$ cat config.mk
export PLATFORM = sky130hd
export DESIGN_NAME = periph_top
export DESIGN_NICKNAME = d
export VERILOG_FILES = /design/src/common/periph_pkg.sv /design/src/common/irq_pkg.sv /design/src/plic/plic.sv /design/src/logic/rtc.sv /design/src/logic/periph_bus.sv /design/src/logic/periph_top.sv
export SDC_FILE = /design/constraint.sdc
export NUM_CORES = 1
export LEC_CHECK = 0
export BUFFER_PORTS_ARGS = -buffer_cell sky130_fd_sc_hd__buf_2
export CELL_PAD_IN_SITES_DETAIL_PLACEMENT = 0
export CELL_PAD_IN_SITES_GLOBAL_PLACEMENT = 2
export CORE_ASPECT_RATIO = 0.6
export CORE_MARGIN = 2
export CORE_UTILIZATION = 32
export DETAILED_ROUTE_END_ITERATION = 16
export PLACE_DENSITY = 0.84
export REMOVE_ABC_BUFFERS = 1
export SKIP_CTS_REPAIR_TIMING = 1
export SLEW_MARGIN = 10
export SYNTH_ARGS = -nofsm -noshare
export SYNTH_HDL_FRONTEND = slang
export SYNTH_SLANG_ARGS = --single-unit
$ cat constraint.sdc
create_clock -name clk -period 2.3 [get_ports clk]
set_input_delay 0 -clock clk [delete_from_list [all_inputs] [get_ports clk]]
set_output_delay 0 -clock clk [all_outputs]
set_load 0.01 [all_outputs]
$ cat src/common/periph_pkg.sv
package periph_pkg;

    ////////////////////////////////////////
    // bus geometry
    ////////////////////////////////////////

    localparam int bus_addr_w = 32;
    localparam int bus_data_w = 32;
    localparam int bus_be_w   = bus_data_w / 8;
    localparam int offset_w   = 24;                  // low address bits inside one region.
    localparam int region_w   = bus_addr_w - offset_w;

    typedef logic [bus_addr_w-1:0] bus_addr_t;
    typedef logic [bus_data_w-1:0] bus_data_t;
    typedef logic [bus_be_w-1:0]   bus_be_t;
    typedef logic [offset_w-1:0]   reg_offset_t;

    // top address byte of each peripheral window.
    typedef enum logic [region_w-1:0] {
        region_rtc  = 8'h02,
        region_plic = 8'h0C,
        region_none = 8'hFF
    } region_t;

    ////////////////////////////////////////
    // register map
    ////////////////////////////////////////

    localparam reg_offset_t plic_off_claim   = 24'h000000;
    localparam reg_offset_t plic_off_pending = 24'h001000;
    localparam reg_offset_t plic_off_enable  = 24'h002000;

    localparam reg_offset_t rtc_off_mtime_lo = 24'h000000;
    localparam reg_offset_t rtc_off_mtime_hi = 24'h000004;
    localparam reg_offset_t rtc_off_cmp_lo   = 24'h000008;
    localparam reg_offset_t rtc_off_cmp_hi   = 24'h00000C;

endpackage

$ cat src/common/irq_pkg.sv
package irq_pkg;

    ////////////////////////////////////////
    // interrupt sources
    ////////////////////////////////////////

    // source 0 is reserved for "no interrupt", so one data word holds 31 sources.
    localparam int irq_max  = 31;
    localparam int irq_id_w = $clog2(irq_max + 1);

    typedef logic [irq_id_w-1:0] irq_id_t;   // source number, 0 means none.
    typedef logic [irq_max:0]    irq_vec_t;  // one bit per source, bit 0 stays clear.

    ////////////////////////////////////////
    // machine timer
    ////////////////////////////////////////

    localparam int mtime_w = 64;

    typedef logic [mtime_w-1:0] mtime_t;

endpackage

$ cat src/plic/plic.sv
module plic #(
    parameter int irq_count = 8
) (
    input  logic                    clk,
    input  logic                    reset,

    input  logic                    en_i,
    input  periph_pkg::bus_be_t     we_i,
    input  periph_pkg::reg_offset_t offset_i,
    input  periph_pkg::bus_data_t   data_i,
    output periph_pkg::bus_data_t   data_o,

    input  logic [irq_count:1]      irq_i,
    input  logic                    iack_i,
    output logic [irq_count:1]      iack_o,
    output logic                    irq_o
);
    import periph_pkg::*;
    import irq_pkg::*;

    logic [irq_count:1] ip;         // sources sampled one cycle ago.
    logic [irq_count:1] ie;         // software enable mask.
    logic [irq_count:1] active;     // pending and enabled.
    irq_id_t            id_next;    // winner of the current scan.
    irq_id_t            claim_id;   // id taken by the last claim.
    irq_vec_t           ip_word;
    irq_vec_t           ie_word;
    logic               wr;
    logic               rd;

    if (irq_count < 1 || irq_count > irq_max) begin : g_count_check
        $error("plic: irq_count must be between 1 and %0d", irq_max);
    end

    always_ff @(posedge clk) begin
        if (reset) begin
            ip <= '0;
        end else begin
            ip <= irq_i;                                  // level sources, no edge latch.
        end
    end

    assign active = ip & ie;

    // fixed priority, the lowest source number wins.
    always_comb begin
        id_next = '0;
        for (int i = irq_count; i >= 1; i--) begin
            if (active[i]) begin
                id_next = irq_id_t'(i);
            end
        end
    end

    assign irq_o = (|active) & ~iack_i;

    always_comb begin
        for (int i = 1; i <= irq_count; i++) begin
            iack_o[i] = iack_i && (id_next == irq_id_t'(i));   // zero when nothing is pending.
        end
    end

    always_ff @(posedge clk) begin
        if (reset) begin
            claim_id <= '0;
        end else if (iack_i) begin
            claim_id <= id_next;
        end
    end

    ////////////////////////////////////////
    // memory mapped registers
    ////////////////////////////////////////

    assign wr = en_i && (we_i != '0);                     // any byte lane writes the word.
    assign rd = en_i && (we_i == '0);

    always_comb begin
        ip_word = '0;
        ie_word = '0;
        ip_word[irq_count:1] = ip;
        ie_word[irq_count:1] = ie;
    end

    always_ff @(posedge clk) begin
        if (reset) begin
            ie <= '0;
        end else if (wr && offset_i == plic_off_enable) begin
            ie <= data_i[irq_count:1];
        end
    end

    always_ff @(posedge clk) begin
        if (reset) begin
            data_o <= '0;
        end else if (rd) begin
            case (offset_i)
                plic_off_claim:   data_o <= bus_data_t'(claim_id);
                plic_off_pending: data_o <= bus_data_t'(ip_word);
                plic_off_enable:  data_o <= bus_data_t'(ie_word);
                default:          data_o <= '0;
            endcase
        end
    end

endmodule

$ cat src/logic/rtc.sv
module rtc (
    input  logic                    clk,
    input  logic                    reset,

    input  logic                    en_i,
    input  periph_pkg::bus_be_t     we_i,
    input  periph_pkg::reg_offset_t offset_i,
    input  periph_pkg::bus_data_t   data_i,
    output periph_pkg::bus_data_t   data_o,

    output logic                    mti_o
);
    import periph_pkg::*;
    import irq_pkg::*;

    localparam int half_w = $bits(bus_data_t);

    mtime_t mtime;
    mtime_t mtimecmp;
    logic   wr;
    logic   rd;

    assign wr = en_i && (we_i != '0);
    assign rd = en_i && (we_i == '0);

    ////////////////////////////////////////
    // counter and compare
    ////////////////////////////////////////

    // a write to either half takes the place of the increment for that cycle.
    always_ff @(posedge clk) begin
        if (reset) begin
            mtime <= '0;
        end else if (wr && offset_i == rtc_off_mtime_lo) begin
            mtime <= {mtime[mtime_w-1:half_w], data_i};
        end else if (wr && offset_i == rtc_off_mtime_hi) begin
            mtime <= {data_i, mtime[half_w-1:0]};
        end else begin
            mtime <= mtime + 1'b1;
        end
    end

    always_ff @(posedge clk) begin
        if (reset) begin
            mtimecmp <= '1;                               // far future, no interrupt.
        end else if (wr && offset_i == rtc_off_cmp_lo) begin
            mtimecmp <= {mtimecmp[mtime_w-1:half_w], data_i};
        end else if (wr && offset_i == rtc_off_cmp_hi) begin
            mtimecmp <= {data_i, mtimecmp[half_w-1:0]};
        end
    end

    assign mti_o = (mtime >= mtimecmp);                   // stays up until software moves cmp.

    ////////////////////////////////////////
    // read back
    ////////////////////////////////////////

    always_ff @(posedge clk) begin
        if (reset) begin
            data_o <= '0;
        end else if (rd) begin
            case (offset_i)
                rtc_off_mtime_lo: data_o <= mtime[half_w-1:0];
                rtc_off_mtime_hi: data_o <= mtime[mtime_w-1:half_w];
                rtc_off_cmp_lo:   data_o <= mtimecmp[half_w-1:0];
                rtc_off_cmp_hi:   data_o <= mtimecmp[mtime_w-1:half_w];
                default:          data_o <= '0;
            endcase
        end
    end

endmodule

$ cat src/logic/periph_bus.sv
module periph_bus (
    input  logic                    clk,
    input  logic                    reset,

    input  logic                    en_i,
    input  periph_pkg::bus_be_t     we_i,
    input  periph_pkg::bus_addr_t   addr_i,

    output logic                    plic_en_o,
    output logic                    rtc_en_o,
    output periph_pkg::reg_offset_t offset_o,

    input  periph_pkg::bus_data_t   plic_data_i,
    input  periph_pkg::bus_data_t   rtc_data_i,
    output periph_pkg::bus_data_t   data_o
);
    import periph_pkg::*;

    region_t region;      // window hit by the current access.
    region_t rd_region;   // window of the last read, steers the return mux.

    always_comb begin
        case (addr_i[bus_addr_w-1:offset_w])
            region_rtc:  region = region_rtc;
            region_plic: region = region_plic;
            default:     region = region_none;
        endcase
    end

    assign plic_en_o = en_i && (region == region_plic);
    assign rtc_en_o  = en_i && (region == region_rtc);
    assign offset_o  = addr_i[offset_w-1:0];

    // writes leave the selection alone so data_o holds until the next read.
    always_ff @(posedge clk) begin
        if (reset) begin
            rd_region <= region_none;
        end else if (en_i && we_i == '0) begin
            rd_region <= region;
        end
    end

    always_comb begin
        case (rd_region)
            region_plic: data_o = plic_data_i;
            region_rtc:  data_o = rtc_data_i;
            default:     data_o = '0;                     // unmapped reads return zero.
        endcase
    end

endmodule

$ cat src/logic/periph_top.sv
module periph_top #(
    parameter int irq_count = 8
) (
    input  logic                  clk,
    input  logic                  reset,

    input  logic                  en_i,
    input  periph_pkg::bus_be_t   we_i,
    input  periph_pkg::bus_addr_t addr_i,
    input  periph_pkg::bus_data_t data_i,
    output periph_pkg::bus_data_t data_o,

    input  logic [irq_count:1]    irq_i,
    input  logic                  iack_i,
    output logic [irq_count:1]    iack_o,
    output logic                  irq_o,
    output logic                  mti_o
);
    import periph_pkg::*;

    logic        plic_en;
    logic        rtc_en;
    reg_offset_t offset;
    bus_data_t   plic_data;
    bus_data_t   rtc_data;

    ////////////////////////////////////////
    // decode and return path
    ////////////////////////////////////////

    periph_bus periph_bus_inst (
        .clk         (clk),
        .reset       (reset),
        .en_i        (en_i),
        .we_i        (we_i),
        .addr_i      (addr_i),
        .plic_en_o   (plic_en),
        .rtc_en_o    (rtc_en),
        .offset_o    (offset),
        .plic_data_i (plic_data),
        .rtc_data_i  (rtc_data),
        .data_o      (data_o)
    );

    ////////////////////////////////////////
    // peripherals
    ////////////////////////////////////////

    // write enables and data fan out to both, each block qualifies them with its enable.
    plic #(
        .irq_count (irq_count)
    ) plic_inst (
        .clk      (clk),
        .reset    (reset),
        .en_i     (plic_en),
        .we_i     (we_i),
        .offset_i (offset),
        .data_i   (data_i),
        .data_o   (plic_data),
        .irq_i    (irq_i),
        .iack_i   (iack_i),
        .iack_o   (iack_o),
        .irq_o    (irq_o)
    );

    rtc rtc_inst (
        .clk      (clk),
        .reset    (reset),
        .en_i     (rtc_en),
        .we_i     (we_i),
        .offset_i (offset),
        .data_i   (data_i),
        .data_o   (rtc_data),
        .mti_o    (mti_o)
    );

endmodule

; ---- Yosys cells after proc, flatten, opt, wreduce, memory -nomap -nowiden
; Cells that the tools add are included.
; Widths: inputs -> output; s select.
[op_classes]
n_addsub = 1
n_mul = 0
n_div = 0
magnitude_cmp = 1
n_eq_ne = 20
n_shift = 0
muxes = 15
bitwise = 4
n_reduce_logical = 25
[op_table]
columns = op, count
row1 = $pmux 32 s4, 1
row2 = $add 64x1->64 const B, 1
row3 = $ge 64x64->1, 1
row4 = $mux 32, 2
row5 = $mux 64, 1
row6 = $pmux 32 s2, 1
row7 = $eq 24x4->1 const B, 2
row8 = $mux 4, 8
row9 = $pmux 9 s3, 1
row10 = $eq 24x13->1 const B, 1
row11 = $eq 24x14->1 const B, 1
row12 = $eq 24x3->1 const B, 1
row13 = $eq 8x2->1 const B, 3
row14 = $eq 8x4->1 const B, 3
row15 = $logic_not 24->1, 1
row16 = $logic_and 1x1->1, 20
row17 = $eq 4x3->1 const B, 4
row18 = $pmux 8 s2, 1
row19 = $and 8x8->8, 1
row20 = $eq 4x2->1 const B, 2
row21 = $reduce_or 8->1, 1
row22 = $eq 4x1->1 const B, 1
row23 = $eq 4x4->1 const B, 1
row24 = $logic_not 4->1, 1
row25 = 5 further kinds, 6
[totals]
ff_bits = 221
latch_bits = 0
ram_bits = 0
romBits = 0
input_bits = 80
output_inout_bits = 42
wordCells = 76
n_memories = 0

; ---- Longest topological paths before layout
[depth]
ltp_word = 11
ltp_mapped = 11
mapped_depth_nobuf = 9

; ---- Modules after synthesis
; A second synthesis with hierarchy kept.
[hier_totals]
cells_unflattened = 1492
hier_area_um2 = 11933.9
[modules_own_cells]
columns = module, instances, cells_per_inst, area_each_um2, seq_area_each_um2
row1 = rtc, 1, 1221, 9620.5, 3203.1
row2 = plic, 1, 185, 1620.3, 580.6
row3 = periph_bus, 1, 86, 693.2, 60.1

; ---- Least setup slack after synthesis
; Ideal clock, no wire load.
[synth_path]
kind = reg-to-reg
startpoint = register rtc_inst.mtime[0]
endpoint = register rtc_inst.mtime[54]
setup_ns = 0.137
arrival_ns = 2.001
required_time_ns = 2.163
slack_ns = 0.162
path_stages_with_launch = 9
path_buffers = 0
path_cell_list = dfxtp_1 > ha_1 > nand3_1 > nor2_1 > nand4_1 > or4_1 > nor2b_1 > a21oi_1 > a31oi_1
[synth_between]
elab_chain_cells = 2
[synth_lines]
columns = element, line
row1 = "start, declared", rtc.sv:18  ; mtime_t mtime;
row2 = "start signal, assigned", rtc.sv:35  ; mtime <= {mtime[mtime_w-1:half_w], data_i};
row3 = "start signal, assigned", rtc.sv:37  ; mtime <= {data_i, mtime[half_w-1:0]};
row4 = "start signal, assigned", rtc.sv:39  ; mtime <= mtime + 1'b1;
row5 = $add 64x1->64, rtc.sv:39
row6 = $mux 64, rtc.sv:36  ; end else if (wr && offset_i == rtc_off_mtime_hi) begin
; Every way passes these cells. The select of a mux whose other input is x is not followed.
; A chain may end at the register's enable or synchronous reset.

; ---- Worst setup path in the final report
[layout_path]
startpoint = register rtc_inst.mtime[0]
endpoint = output mti_o
[layout_between]
elab_chain_cells = 1
[layout_lines]
columns = element, line
row1 = $ge 64x64->1, rtc.sv:53  ; assign mti_o = (mtime >= mtimecmp);
row2 = "end, declared", periph_top.sv:17  ; output logic mti_o
; Every way passes these cells.

==> flow_summary.ini <==
[status]
status = finished with violations
violations = setup timing

[power]
intPower_mw = 5.217
seqPwrFrac = 0.473
switching_power_mw = 1.853
pwr-share-comb = 0.074
power_density_nw_per_um2 = 453.3
p_sw_frac = 0.2621
total_power_mw = 7.070
power_frac_clock = 0.453
vdd_ir_drop_max_mv = 0.5389
cellLeakagePower_nw = 6.905

[synthesis]
ys_seq_area_frac = 0.3311
synth-seq-cells = 192
synthMostInstantiatedCell = dfxtp_1
yosysWarnings = 0
synth_largest_area_cell = dfxtp_1
synthCells = 1427
ys.flop_type = dfxtp_1
ys_types = 70
async_flop_share = 0
yosysTopAreaCellShare = 0.3311
netlist_area_um2 = 11610
synth_edf_count = 0
avgSynthCellArea_um2 = 8.136
synth_common_cells = dfxtp_1, nor2_1, nand2_1
synth_area_leaders = dfxtp_1, ha_1, nor2_1, a211o_1, a22oi_1

[clock_tree]
cts_root_buffer = clkbuf_16
htree_levels = 4
cts_buffers = 17
clk_path_buf_depth = 2
cts.sinks = 192
clock_latency_ps = 470
cts_tree = yes
clk_pin_slew_ps = 70

[critical_path]
r2r_cells = 10
end_kind = output pin
cp_slowest_stage_delay_ps = 380
rrSetupSlack_ps = -70
cp.arrival_ps = 2840
worst-setup-path-type = register to output pin
required_ps = 2300
crit_start = rtc_inst.mtime[0]
crit_chain = inv_2 -> ha_4 -> nand2b_4 -> a2111oi_4 -> nor4_2 -> a2111oi_1 -> buf_4 -> o31ai_2 -> o31ai_2 -> buf_4 -> a31oi_4 -> buf_2
crit_fanout = 2
crit_slowest_cell = a2111oi_4
timing.rr.end = rtc_inst.mtime[44]
worstSetupStartpointType = register
r2r_start = rtc_inst.mtime[0]

[floorplan]
fp.dieW_um = 249.9
rows = 53
core_um2 = 35350
initial_utilization = 0.3285
ioPinCount = 122
die-area_um2 = 37870
chipHeight_um = 151.5

[placed_design]
place_ws_ps = -688.2
dpl-instance-area_um2 = 14050
dp.cells = 2129
gp_congestion = 0.9456
hpwl_um = 34250
io_buffers = 121

[timing]
holdWs_ps = 0.1353
min_period_over_period = 1.236
fin_setup_tns_ps = -609.6
maxSlewViolCount = 0
rsz0062_at_grt = yes
skew_ps = 16.32
setup_viol = 2
slew_headroom = 0.3530
hold_viol = 0
tightestPinTransition_ps = 969.5
fmaxAchievable_ghz = 0.3519
period_needed_ps = 2842
setup_ws_ps = -542.0

[cells_and_area]
fin_nets = 1883
drive_gt1_frac = 0.2764
fin_cells = 2219
area_growth_pct = 34.34
post-route-util = 0.4413
fin_area_um2 = 15600

[worst_hold_path]
hp-start = reset
hold_end = plic_inst.ie[1]
hold_path_depth = 2
hold_path.class = primary input to register

[grt]
antenna_found_initial = 2
grt_pass1_wl_um = 67080
overflow = 0
grt_util_all_layers = 0.2345
grt_pass1_vias = 11010
grt_start_max_net_pins = 65

[job]
maxCapViolations = 0

[detailed_routing]
drt_iter0_drc = 970
viasPerCell = 5.390
drc = 0
detail_route.wl_per_cell_um = 20.37
dr.pass1.iters = 7
ant_nets = 0
dr_total_vias = 11960
wirelength_um = 45210
cell type report:
cell class | instances | area (um^2)
repair buffers | 378 | 2813
fillers | 3526 | 19750
multi-input cells | 1074 | 7426
clock inverters | 14 | 173.9
well taps | 467 | 584.3
inverters | 75 | 281.5
flip-flops and latches | 192 | 3876
clock buffers | 18 | 439.2
diodes | 1 | 2.502
worst max path at each step:
stage / slack [ps] / depth (start not counted) / endpoint
4_1_cts: -1180 / 12 / mti_o
6_report: -540 / 12 / mti_o
2_1_floorplan: -1190 / 7 / rtc_inst.mtimecmp[32]
3_3_place_gp: -740 / 12 / mti_o
5_1_grt: -620 / 12 / mti_o
3_5_place_dp: -690 / 12 / mti_o
layout by cell type (no fill, tap or decap), types with 21 or more instances in the layout:
cell / instances
dfxtp_1: 170
a22oi_1: 64
buf_4: 194
xnor2_1: 21
a21oi_1: 48
mux2i_1: 44
nor2_1: 179
nand4_1: 32
a211o_1: 65
nand3_1: 45
dlygate4sd3_1: 42
inv_1: 72
nor3_1: 22
buf_2: 120
o21ai_0: 84
and2_1: 27
nand2_1: 122
ha_1: 57
kinds of logic (layout without fill, tap and decap cells):
logic type,Yosys count,after routing,synth area share
buffers and inverters,161,485,0.05776
DFF,192,192,0.3311
AOI/OAI and AO/OA,370,370,0.2225
muxes,44,44,0.03793
xor gates and xnor gates,36,36,0.02716
and+or+nand+nor,559,559,0.2535
other,0,1,0
adders and majority gates,65,65,0.07005
layer usage:
metal  global-route usage  wire (um)
met1               0.3726      24110
met2               0.3070      17040
met3              0.06218       3802
met4              0.03916        242
met5                    0         13
flip-flops by register name, summed over array words and instances (netlist names):
name,count
rtc_inst.mtime,64
rtc_inst.mtimecmp,64
rtc_inst.data_o,32
plic_inst.data_o,9
plic_inst.ie,8
plic_inst.ip,8
plic_inst.claim_id,4
periph_bus_inst.rd_region,3
power by group through the flow:
stage                     combinational [mW]  clock [mW]  sequential (mW)
after floorplan                        0.114           0             3.42
after global placement                 0.427           0             3.42
after detailed placement               0.427           0             3.42
after CTS                              0.428        3.25             3.34
after global routing                   0.556        3.37             3.35
final                                  0.520        3.20             3.35
worst max-delay path, delay by kind of cell (launching register included):
family | cells | cell delay (ps)
AO/OA/AOI/OAI | 5 | 1020
adder cells (fa/ha/maj) | 1 | 230
buffers and inverters | 4 | 550
flip-flops | 1 | 350
AND/OR/NAND/NOR | 2 | 240
No activity file was read; power rests on OpenSTA's default activity.
